File: src/verilog/periph_pkg.sv
package periph_pkg;

	// axi4-lite and apb bus widths
	localparam int ADDR_W = 32;
	localparam int DATA_W = 32;
	localparam int STRB_W = DATA_W / 8;

	// slot number lives in addr[11:8]
	localparam int SLOT_LSB = 8;
	localparam int SLOT_MSB = 11;
	localparam int SLOT_W = SLOT_MSB - SLOT_LSB + 1;

	// populated apb slots
	localparam logic [SLOT_W-1:0] SLOT_INTC = 'd0;
	localparam logic [SLOT_W-1:0] SLOT_LED = 'd8;

	// register offsets inside a slot
	localparam logic [SLOT_LSB-1:0] INTC_PENDING_OFS = 'h00;
	localparam logic [SLOT_LSB-1:0] INTC_MASK_OFS = 'h04;
	localparam logic [SLOT_LSB-1:0] LED_VALUE_OFS = 'h00;

	// axi response codes
	localparam logic [1:0] RESP_OKAY = 2'b00;
	localparam logic [1:0] RESP_SLVERR = 2'b10;

	// interrupt sources into the controller
	localparam int N_IRQ = 8;

	// queued transfer, 69 bits
	typedef struct packed {
		logic [ADDR_W-1:0] addr;
		logic [DATA_W-1:0] wdata;
		logic [STRB_W-1:0] strb;
		logic              write;
	} apb_req_t;

	// finished transfer, 34 bits
	// err set only for unmapped slots
	typedef struct packed {
		logic [DATA_W-1:0] rdata;
		logic              err;
		logic              write;
	} apb_rsp_t;

endpackage
File: src/verilog/periph_top.sv
`timescale 1ns/1ps

module periph_top import periph_pkg::*; #(
	parameter int FIFO_DEPTH = 4,
	parameter int LED_W = 4
) (
	input  logic              clk_100m,
	input  logic              reset,

	input  logic [ADDR_W-1:0] awaddr,
	input  logic              awvalid,
	output logic              awready,
	input  logic [DATA_W-1:0] wdata,
	input  logic [STRB_W-1:0] wstrb,
	input  logic              wvalid,
	output logic              wready,
	output logic [1:0]        bresp,
	output logic              bvalid,
	input  logic              bready,
	input  logic [ADDR_W-1:0] araddr,
	input  logic              arvalid,
	output logic              arready,
	output logic [DATA_W-1:0] rdata,
	output logic [1:0]        rresp,
	output logic              rvalid,
	input  logic              rready,

	input  logic [N_IRQ-1:0]  irq_src,
	output logic              int_o,
	output logic [LED_W-1:0]  led
);

	// request queue
	logic              req_push;
	apb_req_t          req_in;
	logic              req_full;
	logic              req_pop;
	apb_req_t          req_head;
	logic              req_empty;

	// response queue
	logic              rsp_push;
	apb_rsp_t          rsp_in;
	logic              rsp_full;
	logic              rsp_pop;
	apb_rsp_t          rsp_head;
	logic              rsp_empty;

	// apb bus
	logic              psel_intc;
	logic              psel_led;
	logic              penable;
	logic              pwrite;
	logic [ADDR_W-1:0] paddr;
	logic [DATA_W-1:0] pwdata;
	logic [STRB_W-1:0] pstrb;
	logic [DATA_W-1:0] prdata;
	logic              pready;

	axi_lite_front front_i (
		.clk_100m  (clk_100m),
		.reset     (reset),
		.awaddr    (awaddr),
		.awvalid   (awvalid),
		.awready   (awready),
		.wdata     (wdata),
		.wstrb     (wstrb),
		.wvalid    (wvalid),
		.wready    (wready),
		.bresp     (bresp),
		.bvalid    (bvalid),
		.bready    (bready),
		.araddr    (araddr),
		.arvalid   (arvalid),
		.arready   (arready),
		.rdata     (rdata),
		.rresp     (rresp),
		.rvalid    (rvalid),
		.rready    (rready),
		.req_push  (req_push),
		.req_data  (req_in),
		.req_full  (req_full),
		.rsp_pop   (rsp_pop),
		.rsp_data  (rsp_head),
		.rsp_empty (rsp_empty)
	);

	cmd_fifo #(
		.payload_t  (apb_req_t),
		.FIFO_DEPTH (FIFO_DEPTH)
	) req_fifo_i (
		.clk_100m  (clk_100m),
		.reset     (reset),
		.push      (req_push),
		.push_data (req_in),
		.full      (req_full),
		.pop       (req_pop),
		.pop_data  (req_head),
		.empty     (req_empty)
	);

	cmd_fifo #(
		.payload_t  (apb_rsp_t),
		.FIFO_DEPTH (FIFO_DEPTH)
	) rsp_fifo_i (
		.clk_100m  (clk_100m),
		.reset     (reset),
		.push      (rsp_push),
		.push_data (rsp_in),
		.full      (rsp_full),
		.pop       (rsp_pop),
		.pop_data  (rsp_head),
		.empty     (rsp_empty)
	);

	apb_sequencer seq_i (
		.clk_100m  (clk_100m),
		.reset     (reset),
		.req_pop   (req_pop),
		.req_data  (req_head),
		.req_empty (req_empty),
		.rsp_push  (rsp_push),
		.rsp_data  (rsp_in),
		.rsp_full  (rsp_full),
		.psel_intc (psel_intc),
		.psel_led  (psel_led),
		.penable   (penable),
		.pwrite    (pwrite),
		.paddr     (paddr),
		.pwdata    (pwdata),
		.pstrb     (pstrb),
		.prdata    (prdata),
		.pready    (pready)
	);

	apb_periphs #(
		.LED_W (LED_W)
	) periphs_i (
		.clk_100m  (clk_100m),
		.reset     (reset),
		.psel_intc (psel_intc),
		.psel_led  (psel_led),
		.penable   (penable),
		.pwrite    (pwrite),
		.paddr     (paddr),
		.pwdata    (pwdata),
		.pstrb     (pstrb),
		.prdata    (prdata),
		.pready    (pready),
		.irq_src   (irq_src),
		.int_o     (int_o),
		.led       (led)
	);

endmodule

File: src/verilog/apb_periphs.sv
`timescale 1ns/1ps

module apb_periphs import periph_pkg::*; #(
	parameter int LED_W = 4
) (
	input  logic              clk_100m,
	input  logic              reset,
	input  logic              psel_intc,
	input  logic              psel_led,
	input  logic              penable,
	input  logic              pwrite,
	input  logic [ADDR_W-1:0] paddr,
	input  logic [DATA_W-1:0] pwdata,
	input  logic [STRB_W-1:0] pstrb,
	output logic [DATA_W-1:0] prdata,
	output logic              pready,
	input  logic [N_IRQ-1:0]  irq_src,
	output logic              int_o,
	output logic [LED_W-1:0]  led
);

	logic [SLOT_LSB-1:0] ofs;
	logic [DATA_W-1:0]   bmask;
	logic                intc_wr;
	logic                led_wr;
	logic [N_IRQ-1:0]    pending;
	logic [N_IRQ-1:0]    irq_mask;
	logic [DATA_W-1:0]   led_val;

	assign ofs = paddr[SLOT_LSB-1:0];

	// zero wait states
	assign pready = penable & (psel_intc | psel_led);
	assign intc_wr = psel_intc & penable & pwrite;
	assign led_wr = psel_led & penable & pwrite;

	// byte strobes widened to bit enables
	always_comb begin
		for (int i = 0; i < STRB_W; i++)
			bmask[i*8 +: 8] = {8{pstrb[i]}};
	end

	// interrupt controller
	always_ff @(posedge clk_100m) begin
		if (reset) begin
			pending <= '0;
			irq_mask <= '0;
		end else begin
			// write 1 clears, a source still high sets it again
			if (intc_wr && ofs == INTC_PENDING_OFS)
				pending <= (pending & ~(pwdata[N_IRQ-1:0] & bmask[N_IRQ-1:0])) | irq_src;
			else
				pending <= pending | irq_src;
			if (intc_wr && ofs == INTC_MASK_OFS)
				irq_mask <= (irq_mask & ~bmask[N_IRQ-1:0])
					| (pwdata[N_IRQ-1:0] & bmask[N_IRQ-1:0]);
		end
	end

	assign int_o = |(pending & irq_mask);

	// led driver, full word kept for readback
	always_ff @(posedge clk_100m) begin
		if (reset)
			led_val <= '0;
		else if (led_wr && ofs == LED_VALUE_OFS)
			led_val <= (led_val & ~bmask) | (pwdata & bmask);
	end

	assign led = led_val[LED_W-1:0];

	// read mux, unknown offsets read as zero
	always_comb begin
		prdata = '0;
		if (psel_intc) begin
			if (ofs == INTC_PENDING_OFS)
				prdata[N_IRQ-1:0] = pending;
			else if (ofs == INTC_MASK_OFS)
				prdata[N_IRQ-1:0] = irq_mask;
		end else if (psel_led) begin
			if (ofs == LED_VALUE_OFS)
				prdata = led_val;
		end
	end

endmodule

File: src/verilog/apb_sequencer.sv
`timescale 1ns/1ps

module apb_sequencer import periph_pkg::*; (
	input  logic              clk_100m,
	input  logic              reset,

	output logic              req_pop,
	input  apb_req_t          req_data,
	input  logic              req_empty,
	output logic              rsp_push,
	output apb_rsp_t          rsp_data,
	input  logic              rsp_full,

	output logic              psel_intc,
	output logic              psel_led,
	output logic              penable,
	output logic              pwrite,
	output logic [ADDR_W-1:0] paddr,
	output logic [DATA_W-1:0] pwdata,
	output logic [STRB_W-1:0] pstrb,
	input  logic [DATA_W-1:0] prdata,
	input  logic              pready
);

	typedef enum logic [1:0] {
		S_IDLE,
		S_SETUP,
		S_ACCESS
	} state_t;

	state_t            state;
	apb_req_t          cur;
	logic [SLOT_W-1:0] slot;
	logic              hit_intc;
	logic              hit_led;
	logic              mapped;
	logic              busy;
	logic              done;

	// slot decode from the captured address
	assign slot = cur.addr[SLOT_MSB:SLOT_LSB];
	assign hit_intc = (slot == SLOT_INTC);
	assign hit_led = (slot == SLOT_LED);
	assign mapped = hit_intc | hit_led;
	assign busy = (state != S_IDLE);

	// one transfer in flight, so a free entry now is still free at push time
	assign req_pop = (state == S_IDLE) & ~req_empty & ~rsp_full & ~rsp_push;

	assign psel_intc = busy & hit_intc;
	assign psel_led = busy & hit_led;
	// unmapped slots never see an access phase on the bus
	assign penable = (state == S_ACCESS) & mapped;
	assign pwrite = cur.write;
	assign paddr = cur.addr;
	assign pwdata = cur.wdata;
	assign pstrb = cur.strb;

	// unmapped slot finishes in its first access cycle
	assign done = (state == S_ACCESS) & (pready | ~mapped);

	always_ff @(posedge clk_100m) begin
		if (reset) begin
			state <= S_IDLE;
			rsp_push <= 1'b0;
		end else begin
			case (state)
				S_IDLE: begin
					if (req_pop)
						state <= S_SETUP;
				end
				S_SETUP: state <= S_ACCESS;
				S_ACCESS: begin
					if (done)
						state <= S_IDLE;
				end
				default: state <= S_IDLE;
			endcase
			// completion cycle pushes the response
			rsp_push <= done;
		end
	end

	always_ff @(posedge clk_100m) begin
		if (req_pop)
			cur <= req_data;
		if (done) begin
			// zero data for writes and for error replies
			rsp_data.rdata <= (mapped & ~cur.write) ? prdata : '0;
			rsp_data.err <= ~mapped;
			rsp_data.write <= cur.write;
		end
	end

endmodule

File: src/verilog/axi_lite_front.sv
`timescale 1ns/1ps

module axi_lite_front import periph_pkg::*; (
	input  logic              clk_100m,
	input  logic              reset,

	input  logic [ADDR_W-1:0] awaddr,
	input  logic              awvalid,
	output logic              awready,
	input  logic [DATA_W-1:0] wdata,
	input  logic [STRB_W-1:0] wstrb,
	input  logic              wvalid,
	output logic              wready,
	output logic [1:0]        bresp,
	output logic              bvalid,
	input  logic              bready,
	input  logic [ADDR_W-1:0] araddr,
	input  logic              arvalid,
	output logic              arready,
	output logic [DATA_W-1:0] rdata,
	output logic [1:0]        rresp,
	output logic              rvalid,
	input  logic              rready,

	output logic              req_push,
	output apb_req_t          req_data,
	input  logic              req_full,
	output logic              rsp_pop,
	input  apb_rsp_t          rsp_data,
	input  logic              rsp_empty
);

	// one latched item per write channel
	logic              aw_held;
	logic [ADDR_W-1:0] aw_addr;
	logic              w_held;
	logic [DATA_W-1:0] w_data;
	logic [STRB_W-1:0] w_strb;
	logic              wr_push;
	logic              rd_push;
	logic [1:0]        resp_code;

	// no new item while a slot is taken or the queue is full
	assign awready = ~aw_held & ~req_full;
	assign wready = ~w_held & ~req_full;
	// read loses to a complete write pair
	assign arready = ~(aw_held & w_held) & ~req_full;

	assign wr_push = aw_held & w_held & ~req_full;
	assign rd_push = arvalid & arready;
	assign req_push = wr_push | rd_push;

	// request mux, write side first
	always_comb begin
		if (wr_push) begin
			req_data.addr = aw_addr;
			req_data.wdata = w_data;
			req_data.strb = w_strb;
			req_data.write = 1'b1;
		end else begin
			req_data.addr = araddr;
			req_data.wdata = '0;
			req_data.strb = '0;
			req_data.write = 1'b0;
		end
	end

	always_ff @(posedge clk_100m) begin
		if (reset) begin
			aw_held <= 1'b0;
			w_held <= 1'b0;
		end else begin
			// set on handshake, drop once the pair is queued
			if (awvalid & awready)
				aw_held <= 1'b1;
			else if (wr_push)
				aw_held <= 1'b0;
			if (wvalid & wready)
				w_held <= 1'b1;
			else if (wr_push)
				w_held <= 1'b0;
		end
	end

	always_ff @(posedge clk_100m) begin
		if (awvalid & awready)
			aw_addr <= awaddr;
		if (wvalid & wready) begin
			w_data <= wdata;
			w_strb <= wstrb;
		end
	end

	// head of the response queue picks b or r by its write flag
	assign resp_code = rsp_data.err ? RESP_SLVERR : RESP_OKAY;
	assign bvalid = ~rsp_empty & rsp_data.write;
	assign rvalid = ~rsp_empty & ~rsp_data.write;
	assign bresp = resp_code;
	assign rresp = resp_code;
	assign rdata = rsp_data.rdata;
	assign rsp_pop = (bvalid & bready) | (rvalid & rready);

endmodule

File: src/verilog/cmd_fifo.sv
`timescale 1ns/1ps

module cmd_fifo import periph_pkg::*; #(
	parameter type payload_t = apb_req_t,
	parameter int  FIFO_DEPTH = 4
) (
	input  logic     clk_100m,
	input  logic     reset,
	input  logic     push,
	input  payload_t push_data,
	output logic     full,
	input  logic     pop,
	output payload_t pop_data,
	output logic     empty
);

	localparam int PTR_W = (FIFO_DEPTH > 1) ? $clog2(FIFO_DEPTH) : 1;
	localparam int CNT_W = $clog2(FIFO_DEPTH + 1);

	payload_t         mem [FIFO_DEPTH];
	logic [PTR_W-1:0] wr_ptr;
	logic [PTR_W-1:0] rd_ptr;
	logic [CNT_W-1:0] count;
	logic [CNT_W-1:0] cnt_next;
	logic             do_push;
	logic             do_pop;

	// wrap for depths that are not a power of two
	function automatic logic [PTR_W-1:0] ptr_inc(input logic [PTR_W-1:0] p);
		if (p == PTR_W'(FIFO_DEPTH - 1))
			return '0;
		return p + 1'b1;
	endfunction

	// requests against full or empty are dropped here
	assign do_push = push & ~full;
	assign do_pop = pop & ~empty;
	assign pop_data = mem[rd_ptr];

	always_comb begin
		case ({do_push, do_pop})
			2'b10: cnt_next = count + 1'b1;
			2'b01: cnt_next = count - 1'b1;
			default: cnt_next = count;
		endcase
	end

	always_ff @(posedge clk_100m) begin
		if (do_push)
			mem[wr_ptr] <= push_data;
	end

	always_ff @(posedge clk_100m) begin
		if (reset) begin
			wr_ptr <= '0;
			rd_ptr <= '0;
			count <= '0;
			full <= 1'b0;
			empty <= 1'b1;
		end else begin
			if (do_push)
				wr_ptr <= ptr_inc(wr_ptr);
			if (do_pop)
				rd_ptr <= ptr_inc(rd_ptr);
			count <= cnt_next;
			// flags follow the next count
			full <= (cnt_next == CNT_W'(FIFO_DEPTH));
			empty <= (cnt_next == '0);
		end
	end

endmodule

File: config.mk
export PLATFORM = sky130hd
export DESIGN_NAME = periph_top
export DESIGN_NICKNAME = d
export VERILOG_FILES = /design/src/verilog/periph_pkg.sv /design/src/verilog/periph_top.sv /design/src/verilog/apb_periphs.sv /design/src/verilog/apb_sequencer.sv /design/src/verilog/axi_lite_front.sv /design/src/verilog/cmd_fifo.sv
export SDC_FILE = /design/constraint.sdc
export NUM_CORES = 1
export LEC_CHECK = 0
export BUFFER_PORTS_ARGS = -buffer_cell sky130_fd_sc_hd__buf_4
export CORE_MARGIN = 2
export CORE_UTILIZATION = 55
export DETAILED_ROUTE_END_ITERATION = 8
export GPL_TIMING_DRIVEN = 0
export MAX_ROUTING_LAYER = met4
export PLACE_DENSITY = 0.74
export SLEW_MARGIN = 15
export SYNTH_ARGS = -nofsm -noshare
export SYNTH_HDL_FRONTEND = slang
export SYNTH_SLANG_ARGS = --single-unit
File: constraint.sdc
create_clock -name clk_100m -period 4.7 [get_ports clk_100m]
set_clock_uncertainty 0.05 [all_clocks]
set_input_delay 0.94 -clock clk_100m [delete_from_list [all_inputs] [get_ports clk_100m]]
set_output_delay 0.94 -clock clk_100m [all_outputs]
set_load 0.02 [all_outputs]
# == After elaboration in Yosys (flattened, before gate mapping) ==
# Memories as Yosys holds them, arrays and structs flattened. A register that Yosys moved wholly into a read port is not among the register bits.
# Index checks and enable logic that the tools add are counted.
# totals
register_bits,173
latch_bits,0
mem_bits_rw,412
romBits,0
output_inout_bits,46
elab_cells,167
mem_count,2
# classes
addsub,8
mul,0
div_mod_pow,0
magnitude_cmp,0
n_eq_ne,16
shifts,0
muxes,42
bitwise_logic,61
reduce_logical,14
# mem_list
memory,depth,width,read_ports,rd_clocked_by_memory_dff,write_ports,line,text
req_fifo_i.mem,4,69,1,1,1,cmd_fifo.sv:20,payload_t mem [FIFO_DEPTH];
rsp_fifo_i.mem,4,34,1,1,1,cmd_fifo.sv:20,
# op_table
op,count
$mux W69,1
$and A32 B32 Y32,2
$mux W8,6
$and A8 B8 Y8,4
$not A32 Y32,1
$or A32 B32 Y32,1
$and A1 B1 Y1,29
$mux W2,13
$or A8 B8 Y8,3
$mux W1,19
$not A8 Y8,2
$eq A2 B2 Y1 const B,7
$not A1 Y1,14
$pmux W3 S2,2
$add A2 B1 Y2 const B,4
$eq A8 B3 Y1 const B,1
$logic_not A8 Y1,1
$reduce_or A8 Y1,1
$add A3 B1 Y3 const B,2
$eq A2 B1 Y1 const B,3
$eq A3 B3 Y1 const B,2
$logic_not A3 Y1,2
$pmux W2 S3,1
$reduce_bool A2 Y1,3
10 further kinds,17

# == Logic depth before layout (Yosys ltp) ==
# Gate-level depths: netlist of run 1.
# logic_depth
depth_word,10
mapped_depth,11
ltp_nobuf,10

# == Hierarchy ==
# A second synthesis of run 1 with hierarchy kept.
# unflattened
cells_unflattened,1300
hier_area_um2,25416.9
# modules_own_cells
module,n_inst,cells_per_inst,area_per_inst_um2,seq_area_each_um2
cmd_fifo at req_fifo_i,1,417,10507.6,8508.2
cmd_fifo at rsp_fifo_i,1,234,5469.0,4304.1
apb_sequencer,1,157,3474.6,3153.0
axi_lite_front,1,202,3230.6,2082.0
apb_periphs,1,290,2735.1,960.9

# == Worst setup path before layout of run 1 ==
# Ideal clock, no wire load.
# synth_path
kind,reg-to-reg
start,reg seq_i.state[0]
end,"reg, netlist name seq_i.paddr[0]"
setup_time_ns,0.456
arrival_ns,2.976
setup_slack_ns,1.218
path_stages_with_launch,3
n_path_buf,0
synth_period_minus_slack_ns,3.482
path_cell_list,dfxtp_1 > or4_1 > nor2_1
# synth_between
elab_chain_cells,4
# synth_lines
item,line,text
start: declaration,apb_sequencer.sv:31,state_t state;
start signal: assignment,apb_sequencer.sv:64,state <= S_IDLE;
start signal: assignment,apb_sequencer.sv:70,state <= S_SETUP;
start signal: assignment,apb_sequencer.sv:72,S_SETUP: state <= S_ACCESS;
$logic_not A2 Y1,apb_sequencer.sv:48,assign req_pop = (state == S_IDLE) & ~req_empty & ~rsp_full & ~rsp_push;
$and A1 B1 Y1 (3 in a row),apb_sequencer.sv:48,
# No other way between the ends.
# A chain may end at the register's enable or synchronous reset.

==> impl_metrics.csv, run 1 <==
group,metric,value,unit
global_routing,gr-usage-all-layers,19.0,%
cells_and_area,drive_above_1_share,26.3,%
pwr,ir_worst_vdd,354,uV
clock_tree,h-tree-depth,2,
pwr,p_int,8990,uW
worst_setup_path,cp_slowest_cell,"buf_1",
worst_setup_path,r2r_slack,1.43,ns
worst_setup_path,max_stage_delay,0.72,ns
sta,maxSlewHeadroom,41.6,%
cells_and_area,final_nets,1348,
clock_tree,insertion_delay,0.55,ns
run,cap_violations,0,
routing,firstDrtPassIters,4,
worst_setup_path,path_cells,"clkbuf_1 -> buf_1 -> mux4_2 -> buf_4",
pwr,power_frac_comb,13.8,%
logic_synthesis,ys_types,46,
global_routing,grt_first_pass_wirelength,53800,um
logic_synthesis,synthArstFlopShare,0,%
hold_path,holdPathStages,2,
outcome,status,"finished clean",
global_routing,top_usage_layer,"met2",
logic_synthesis,yosys_warnings,0,
sta,fin_crit,3.82,ns
worst_setup_path,cp-start-kind,"register",
cells_and_area,diodes,0,
routing,drt_iter0_markers,546,
clock_tree,cts_sinks,536,
floorplanning,fp.dieArea,0.0378,sq mm
pwr,p_clk_share,34.7,%
clock_tree,cts_setup_buffers,0,
worst_setup_path,worstPathMaxFanout,10,
routing,vias_per_cell,5.55,
floorplanning,start_util,56.0,%
routing,wire_per_inst,19.9,um
pwr,power,11800,uW
sta,tightestPinTransition,0.876,ns
clock_tree,clockBufferDepth,3,
logic_synthesis,ys_ff_latch,536,
worst_setup_path,r2r-end,"rsp_fifo_i.full",
placed_design,portBuffers,118,
sta,clock.fmax,262,MHz
floorplanning,die_w,194,um
clock_tree,clk_pin_slew,0.06,ns
floorplanning,rows,69,
clock_tree,ctsHoldBuffers,0,
sta,min_period_over_period,81.3,%
floorplanning,io-pin-count,161,
global_routing,met2_usage,31.0,%
global_routing,use_met1,25.2,%
logic_synthesis,synth_enable_flop_cells,463,
sta,finalSetupTns,0,ns
global_routing,antenna_found_initial,0,
worst_setup_path,reg2reg_depth,10,
sta,setup_viol,0,
worst_setup_path,cp_data_required_time,3.71,ns
logic_synthesis,seq_area_frac_synth,77.0,%
routing,vias,9549,
logic_synthesis,synthFlopType,"edfxtp_1",
floorplanning,core_region_area,0.0357,sq mm
global_routing,grt_pass1_vias,9760,
cells_and_area,area_delta_synth_final,16.8,%
logic_synthesis,synthesis.instances,1040,
global_routing,grt_max_degree,50,
sta,hold_viol_final,0,
floorplanning,fp.dieH,194,um
clock_tree,cts_tree,"built",
clock_tree,cts_resized,0,
sta,slew_violations,0,
routing,antenna_left,0,
global_routing,gr-usage-met3,2.62,%
pwr,swShare,23.6,%
clock_tree,root_buffer,"clkbuf_16",
pwr,p_per_area,505,mW/mm^2
worst_setup_path,cp_data_arrival_time,2.83,ns
pwr,power_frac_seq,51.5,%
logic_synthesis,syn_area,0.0200,sq mm
placed_design,hpwl,22200,um
routing,drc,0,
sta,grt_setup_unrepaired,"no",
pwr,p_leak,0.00783,uW
pwr,power.switching,2780,uW
worst_setup_path,cp-end-kind,"output port",
placed_design,gp_congestion,0.763,
routing,finalWirelength,34200,um
hold_path,min_path_type,"register to register",
worst_setup_path,critPathKind,"register to output port",
logic_synthesis,syn_area_per_cell,19.2,sq um
global_routing,gr-total-overflow,0,
clock_tree,numCtsBuffers,51,
-- cells in the final DEF, fill, tap and decap left out, types with 9 or more instances in the layout --
| cell type | instances |
|---|---|
| and2_1 | 61 |
| mux2i_1 | 32 |
| buf_1 | 10 |
| mux2_2 | 13 |
| inv_1 | 15 |
| nor2_1 | 29 |
| ha_1 | 12 |
| edfxtp_1 | 463 |
| nand2_1 | 29 |
| clkbuf_1 | 49 |
| nor3_1 | 13 |
| mux4_2 | 83 |
| o31ai_1 | 24 |
| nand4_1 | 25 |
| nor2b_1 | 9 |
| buf_4 | 125 |
| a21oi_1 | 34 |
| clkbuf_16 | 51 |
| dfxtp_1 | 73 |
-- power groups by stage --
stage / clock network (uW) / registers (uW) / logic [uW]
2_1_floorplan: 0 / 6080 / 1150
3_3_place_gp: 0 / 6170 / 1580
3_5_place_dp: 0 / 6160 / 1660
4_1_cts: 4150 / 6070 / 1670
5_1_grt: 4330 / 6110 / 1780
6_report: 4080 / 6070 / 1630
-- worst max-delay path, delay by kind of cell, from the launching register on --
family | cells | cell delay, ns
buffers and inverters | 3 | 1.37
muxes | 1 | 0.62
DFF | 1 | 0.30
-- synthesized netlist by cell type, drive strengths merged (2+ instances only) --
master | count | share of area (%)
a21oi | 34 | 0.85
a22oi | 4 | 0.15
and2 | 70 | 2.2
and3 | 2 | 0.063
buf | 26 | 0.77
clkbuf | 36 | 0.68
dfxtp | 73 | 7.3
edfxtp | 463 | 70
fa | 2 | 0.20
ha | 12 | 0.75
inv | 15 | 0.28
mux2 | 13 | 0.73
mux2i | 32 | 1.6
mux4 | 83 | 9.4
nand2 | 30 | 0.58
nand4 | 25 | 0.78
nor2 | 31 | 0.58
nor2b | 9 | 0.28
nor3 | 13 | 0.33
nor4 | 3 | 0.20
nor4bb | 8 | 0.40
o21ai | 2 | 0.050
o2bb2ai | 7 | 0.31
o31ai | 24 | 0.90
or3 | 4 | 0.13
or4 | 4 | 0.21
xor2 | 3 | 0.13
-- per-stage QoR --
step	std cells	utilization, %	worst slack, ns	hold slack [ns]	cell area, sq um
after floorplan	1041	-	1.22	0.385	20000
after global placement	1620	60.1	0.109	0.394	21400
after detailed placement	1627	60.6	1.34	0.399	21600
after CTS	1720	65.4	0.686	0.411	23300
after global routing	1720	65.4	0.605	0.426	23300
final	1720	65.4	0.878	0.412	23300
-- flip-flops by register name, indices dropped and copies added, names as in the netlist, 2 cells and up, named ones only --
name	flops
seq_i.pstrb	4
seq_i.state	2
front_i.w_data	32
seq_i.pwdata	32
periphs_i.pending	8
rsp_fifo_i.wr_ptr	2
rsp_fifo_i.count	3
req_fifo_i.wr_ptr	2
seq_i.paddr	12
front_i.w_strb	4
req_fifo_i.count	3
req_fifo_i.rd_ptr	2
rsp_fifo_i.mem	136
seq_i.rsp_data	34
front_i.aw_addr	12
req_fifo_i.mem	196
rsp_fifo_i.rd_ptr	2
-- worst max path at each step --
stage / from / to / slack, ns
after floorplan: seq_i.state[0] / seq_i.paddr[0] / 1.22
after global placement: seq_i.state[0] / seq_i.pwdata[19] / 0.11
after detailed placement: register / rdata[4] / 1.34
after CTS: register / rdata[20] / 0.69
after global routing: register / rdata[20] / 0.61
final: register / rdata[7] / 0.88
-- cell families after synthesis --
kind of cell             count (synthesis)  share of synthesized area (%)
flip-flops                             536                           77.0
AND/OR/NAND/NOR                        206                           6.03
multiplexers                           128                           11.7
buffers and inverters                   77                           1.73
AO/OA/AOI/OAI                           74                           2.38
adder cells (fa/ha/maj)                 14                          0.953
XOR/XNOR                                 4                          0.176
other                                    1                         0.0188
-- cell type report --
cell class              instances  area [sq um]
plain buffers                  62           289
clock buffers                  72          1430
clock inverters                21           268
fillers                      2461         12300
inverters                      15          56.3
multi-input cells             428          4280
flip-flops and latches        536         15400
well taps                     461           577
repair buffers                125          1050
-- layer usage --
| layer | up-vias | share of wire, % |
|---|---|---|
| li1 | 4460 | - |
| met1 | 4805 | 44 |
| met2 | 223 | 50 |
| met3 | 61 | 4.1 |
| met4 | 0 | 2.4 |
| met5 | - | 0 |
Power figures use the tool's default switching activity.
==> run 2, diff against run 1 <==
--- a/config.mk
+++ b/config.mk
@@ -7,11 +7,11 @@
 export LEC_CHECK = 0
 export BUFFER_PORTS_ARGS = -buffer_cell sky130_fd_sc_hd__buf_4
 export CORE_MARGIN = 2
-export CORE_UTILIZATION = 55
+export CORE_UTILIZATION = 54
 export DETAILED_ROUTE_END_ITERATION = 8
 export GPL_TIMING_DRIVEN = 0
 export MAX_ROUTING_LAYER = met4
-export PLACE_DENSITY = 0.74
+export PLACE_DENSITY = 0.76
 export SLEW_MARGIN = 15
 export SYNTH_ARGS = -nofsm -noshare
 export SYNTH_HDL_FRONTEND = slang
==> constraint.sdc (replaced) <==
create_clock -name clk_100m -period 3.34 [get_ports clk_100m]
set_clock_uncertainty 0.05 [all_clocks]
set_input_delay 0.668 -clock clk_100m [delete_from_list [all_inputs] [get_ports clk_100m]]
set_output_delay 0.668 -clock clk_100m [all_outputs]
set_load 0.02 [all_outputs]
==> impl_metrics.csv, run 2 (synthesis gave the netlist of run 1 again) <==
group,metric,value,unit
outcome,status,"finished clean",
clock_tree,cts_tree,"built",
sta,hold_viol_final,0,
placed_design,portBuffers,118,
cells_and_area,diodes,0,
clock_tree,h-tree-depth,2,
clock_tree,root_buffer,"clkbuf_16",
clock_tree,cts_setup_buffers,0,
cells_and_area,area_delta_synth_final,17.0,%
routing,vias_per_cell,5.55,
placed_design,hpwl,22400,um
floorplanning,fp.dieH,196,um
pwr,p_per_area,708,mW/mm^2
worst_setup_path,cp_data_arrival_time,2.46,ns
run,cap_violations,0,
worst_setup_path,worstPathMaxFanout,10,
floorplanning,fp.dieArea,0.0385,sq mm
sta,clock.fmax,315,MHz
routing,firstDrtPassIters,5,
floorplanning,start_util,54.6,%
routing,finalWirelength,35200,um
cells_and_area,largest_reg_flops,196,
pwr,power,16500,uW
sta,layout_setup_ws,0.163,ns
routing,drc,0,
floorplanning,rows,70,
routing,drt_iter0_markers,602,
sta,fin_crit,3.18,ns
cells_and_area,design_area,0.0234,sq mm
sta,grt_setup_unrepaired,"no",
sta,setup_viol,0,
cells_and_area,largest_register,"req_fifo_i.mem",
worst_setup_path,path_cells,"clkbuf_1 -> buf_1 -> mux4_2 -> buf_4",
sta,min_period_over_period,95.1,%
clock_tree,insertion_delay,0.57,ns
global_routing,antenna_found_initial,0,
routing,antenna_left,0,
clock_tree,numCtsBuffers,51,
routing,vias,9602,
cells_and_area,final_nets,1349,
floorplanning,io-pin-count,161,
pwr,ir_worst_vdd,425,uV
worst_setup_path,cp_data_required_time,2.62,ns
sta,tightestPinTransition,0.882,ns
clock_tree,clockBufferDepth,3,
global_routing,grt_pass1_vias,9960,
worst_setup_path,max_stage_delay,0.56,ns
worst_setup_path,cp-start-kind,"register",
sta,slew_violations,0,
cells_and_area,final_cell_mix,"edfxtp_1, buf_4, mux4_2",
clock_tree,clk_pin_slew,0.06,ns
cells_and_area,reg_top3,"req_fifo_i.mem (196), rsp_fifo_i.mem (136), seq_i.rsp_data (34)",
routing,wire_per_inst,20.3,um
worst_setup_path,cpLargestDelayFamily,"buffers and inverters",
hold_path,min_path_type,"input pin to register",
floorplanning,die_w,196,um
placed_design,placed_area,0.0217,sq mm
sta,maxSlewHeadroom,41.2,%
worst_setup_path,cp_slowest_cell,"buf_1",
worst_setup_path,critPathKind,"register to output port",
floorplanning,core_region_area,0.0365,sq mm
global_routing,grt_max_degree,50,
pwr,p_leak,0.00786,uW
global_routing,grt_first_pass_wirelength,55100,um
global_routing,gr-usage-all-layers,19.3,%
clock_tree,cts_sinks,536,
placed_design,gp_congestion,0.765,
cells_and_area,drive_above_1_share,26.5,%
cells_and_area,final_common_cell,"edfxtp_1",
placed_design,pre_cts_ws,0.0699,ns
worst_setup_path,cp-end-kind,"output port",
global_routing,gr-total-overflow,0,
worst_setup_path,critical_path_buf_inv_count,3,
## run 2: layer usage
layer  vias to the layer above  routed length [um]  GRT usage [%]
li1                       4463                   -              -
met1                      4862               15300           25.1
met2                       221               17900           32.3
met3                        56                1360           2.70
met4                         0                 675           5.02
met5                         -                   0              -
## run 2: what timing repair did
action,CTS,global route
hold buffers,0,0
hold endpoints to repair,0,0
setup endpoints to repair,31,12
resized for setup,6,2
## run 2: worst register-to-register path, cell delays in order, from the launching register on
cell	delay [ns]
dfxtp_1	0.39
or4_1	0.63
nor2_1	0.37
ha_1	0.26
inv_1	0.06
fa_1	0.37
xor2_1	0.16
or3_1	0.30
a21oi_1	0.23
nor2b_1	0.17
## run 2: cell type report
class / count / area [sq um]
clock buffer: 65 / 1380
sequential: 536 / 15400
inverter: 15 / 56.3
timing repair buffer: 127 / 1100
buffer: 61 / 307
multi-input combinational: 428 / 4280
clock inverter: 31 / 284
tap: 468 / 586
fill: 2450 / 13200
## run 2: final timing paths
check                               startpoint            endpoint  slack [ns]  depth (start not counted)
worst min register to register        register            register        0.41                          2
worst max-delay path                  register           rdata[20]        0.16                          4
worst min-delay path                 awaddr[4]  front_i.aw_addr[4]        0.23                          1
worst max register to register  seq_i.state[0]     req_fifo_i.full        0.28                          9
## run 2: report_power, final
part	switching [uW]	internal, uW	total, uW
sequential	300	8250	8550
clock	2350	3320	5670
combinational	1340	985	2330
## run 2: metrics by stage
stage | hold slack, ns | TNS, ns | utilization, % | cells
2_1_floorplan | 0.385 | 0 | - | 1041
3_3_place_gp | 0.393 | -68.19 | 58.7 | 1627
3_5_place_dp | 0.405 | 0 | 59.3 | 1636
4_1_cts | 0.210 | 0 | 63.9 | 1731
5_1_grt | 0.210 | 0 | 63.9 | 1731
6_report | 0.228 | 0 | 63.9 | 1731
==> run 3, diff against run 2 <==
--- a/config.mk
+++ b/config.mk
@@ -6,7 +6,6 @@
 export NUM_CORES = 1
 export LEC_CHECK = 0
 export BUFFER_PORTS_ARGS = -buffer_cell sky130_fd_sc_hd__buf_4
-export CORE_MARGIN = 2
 export CORE_UTILIZATION = 54
 export DETAILED_ROUTE_END_ITERATION = 8
 export GPL_TIMING_DRIVEN = 0
==> constraint.sdc (replaced) <==
create_clock -name clk_100m -period 3.34 [get_ports clk_100m]
set_clock_uncertainty 0.05 [all_clocks]
set_input_delay 0.668 -clock clk_100m [delete_from_list [all_inputs] [get_ports clk_100m]]
set_output_delay 0.668 -clock clk_100m [all_outputs]
set_load 0.05 [all_outputs]
==> impl_metrics.csv, run 3 (synthesis gave the netlist of run 1 again) <==
group,metric,value,unit
outcome,status,"finished clean",
clock_tree,numCtsBuffers,50,
floorplanning,rows,70,
global_routing,gr-usage-all-layers,19.1,%
cells_and_area,finish.utilization,63.5,%
clock_tree,insertion_delay,0.55,ns
global_routing,antenna_found_initial,0,
floorplanning,start_util,54.6,%
sta,clock.fmax,317,MHz
floorplanning,die_w,194,um
clock_tree,cts_sinks,536,
floorplanning,fp.dieH,194,um
run,cap_violations,0,
cells_and_area,num-fill-cells,2432,
cells_and_area,largest_reg_flops,196,
clock_tree,clockBufferDepth,3,
clock_tree,root_buffer,"clkbuf_16",
clock_tree,h-tree-depth,2,
placed_design,gp_congestion,0.812,
sta,finalSetupTns,0,ns
sta,fin_crit,3.16,ns
routing,antenna_left,0,
pwr,ir_worst_vdd,476,uV
floorplanning,io-pin-count,161,
cells_and_area,final_cell_mix,"edfxtp_1, buf_4, mux4_2",
global_routing,gr-total-overflow,0,
routing,vias_per_cell,5.55,
floorplanning,core_region_area,0.0365,sq mm
sta,setup_viol,0,
routing,vias,9561,
global_routing,grt_max_degree,50,
placed_design,hpwl,22400,um
worst_setup_path,critPathKind,"register to output port",
cells_and_area,final_common_cell,"edfxtp_1",
routing,wire_per_inst,20.0,um
worst_setup_path,cp_data_required_time,2.62,ns
sta,layout_setup_ws,0.184,ns
floorplanning,fp.dieArea,0.0377,sq mm
worst_setup_path,cp_data_arrival_time,2.44,ns
cells_and_area,area_delta_synth_final,16.3,%
clock_tree,clk_pin_slew,0.06,ns
clock_tree,cts_resized,6,
routing,drc,0,
routing,finalWirelength,34500,um
sta,min_period_over_period,94.5,%
clock_tree,cts_tree,"built",
sta,hold_ws,0.237,ns
cells_and_area,design_area,0.0232,sq mm
cells_and_area,largest_register,"req_fifo_i.mem",
sta,hold_viol_final,0,
routing,drt_iter0_markers,582,
worst_setup_path,worstPathMaxFanout,10,
sta,tightestPinTransition,0.944,ns
worst_setup_path,cp-end-kind,"output port",
hold_path,min_path_type,"input pin to register",
pwr,p_per_area,709,mW/mm^2
clock_tree,cts_setup_buffers,0,
global_routing,grt_first_pass_wirelength,53500,um
cells_and_area,diodes,0,
cells_and_area,drive_above_1_share,25.8,%
sta,grt_setup_unrepaired,"no",
pwr,p_leak,0.00778,uW
worst_setup_path,cp-start-kind,"register",
sta,slew_violations,0,
clock_tree,ctsHoldBuffers,0,
routing,firstDrtPassIters,5,
placed_design,pre_cts_ws,0.0152,ns
cells_and_area,final_nets,1346,
placed_design,placed_area,0.0216,sq mm
global_routing,grt_pass1_vias,9783,
sta,maxSlewHeadroom,37.0,%
cells_and_area,reg_top3,"req_fifo_i.mem (196), rsp_fifo_i.mem (136), seq_i.rsp_data (34)",
placed_design,portBuffers,118,
-- run 3: changes by cell type in the layout (fill, tap and decap cells not counted), sizes merged --
cell           previous run  this run
clkbuf                  100       105
clkdlybuf4s15             2         1
clkinvlp                  1         2
clkinv                   24        11
buf                     150       149
-- run 3: final cells by class --
class | instances | area (sq um) | share of cell area, %
Sequential cell | 536 | 15400 | 66.2
Inverter | 15 | 56.3 | 0.243
Timing Repair Buffer | 125 | 1030 | 4.45
Clock inverter | 19 | 220 | 0.949
Clock buffer | 70 | 1370 | 5.89
Buffer | 61 | 300 | 1.29
Multi-Input combinational cell | 428 | 4280 | 18.4
Tap cell | 468 | 586 | 2.52
-- run 3: worst paths after layout --
check                 start  slack, ns            endpoint  cells past startpoint
max                register       0.18           rdata[27]                      4
min reg2reg        register       0.42            register                      2
min               wdata[28]       0.24  front_i.w_data[28]                      1
max reg2reg  seq_i.state[0]       0.36     req_fifo_i.full                      9
-- run 3: worst max-delay path: stages (launching register included) --
cell	delay, ns
dfxtp_1	0.31
clkbuf_1	0.37
clkbuf_1	0.57
mux4_2	0.43
buf_4	0.21
-- run 3: metrics by stage --
step | total power [uW] | instances
floorplan | 10300 | 1041
global placement | 11000 | 1627
detailed placement | 11100 | 1634
CTS | 16600 | 1722
global route | 17100 | 1722
finish | 16500 | 1722
-- run 3: metal layers --
layer  share of wire (%)  vias up  global-route usage, %
met3                 4.8       68                   2.85
li1                    -     4449                      -
met1                  43     4767                   24.9
met5                   0        -                      -
met2                  50      277                   31.4
met4                 2.5        0                   5.76
-- run 3: where the power goes --
part	internal (uW)	switching, uW
Sequential	8250	284
Clock	3230	2260
Combinational	966	1460
Total	12400	4010
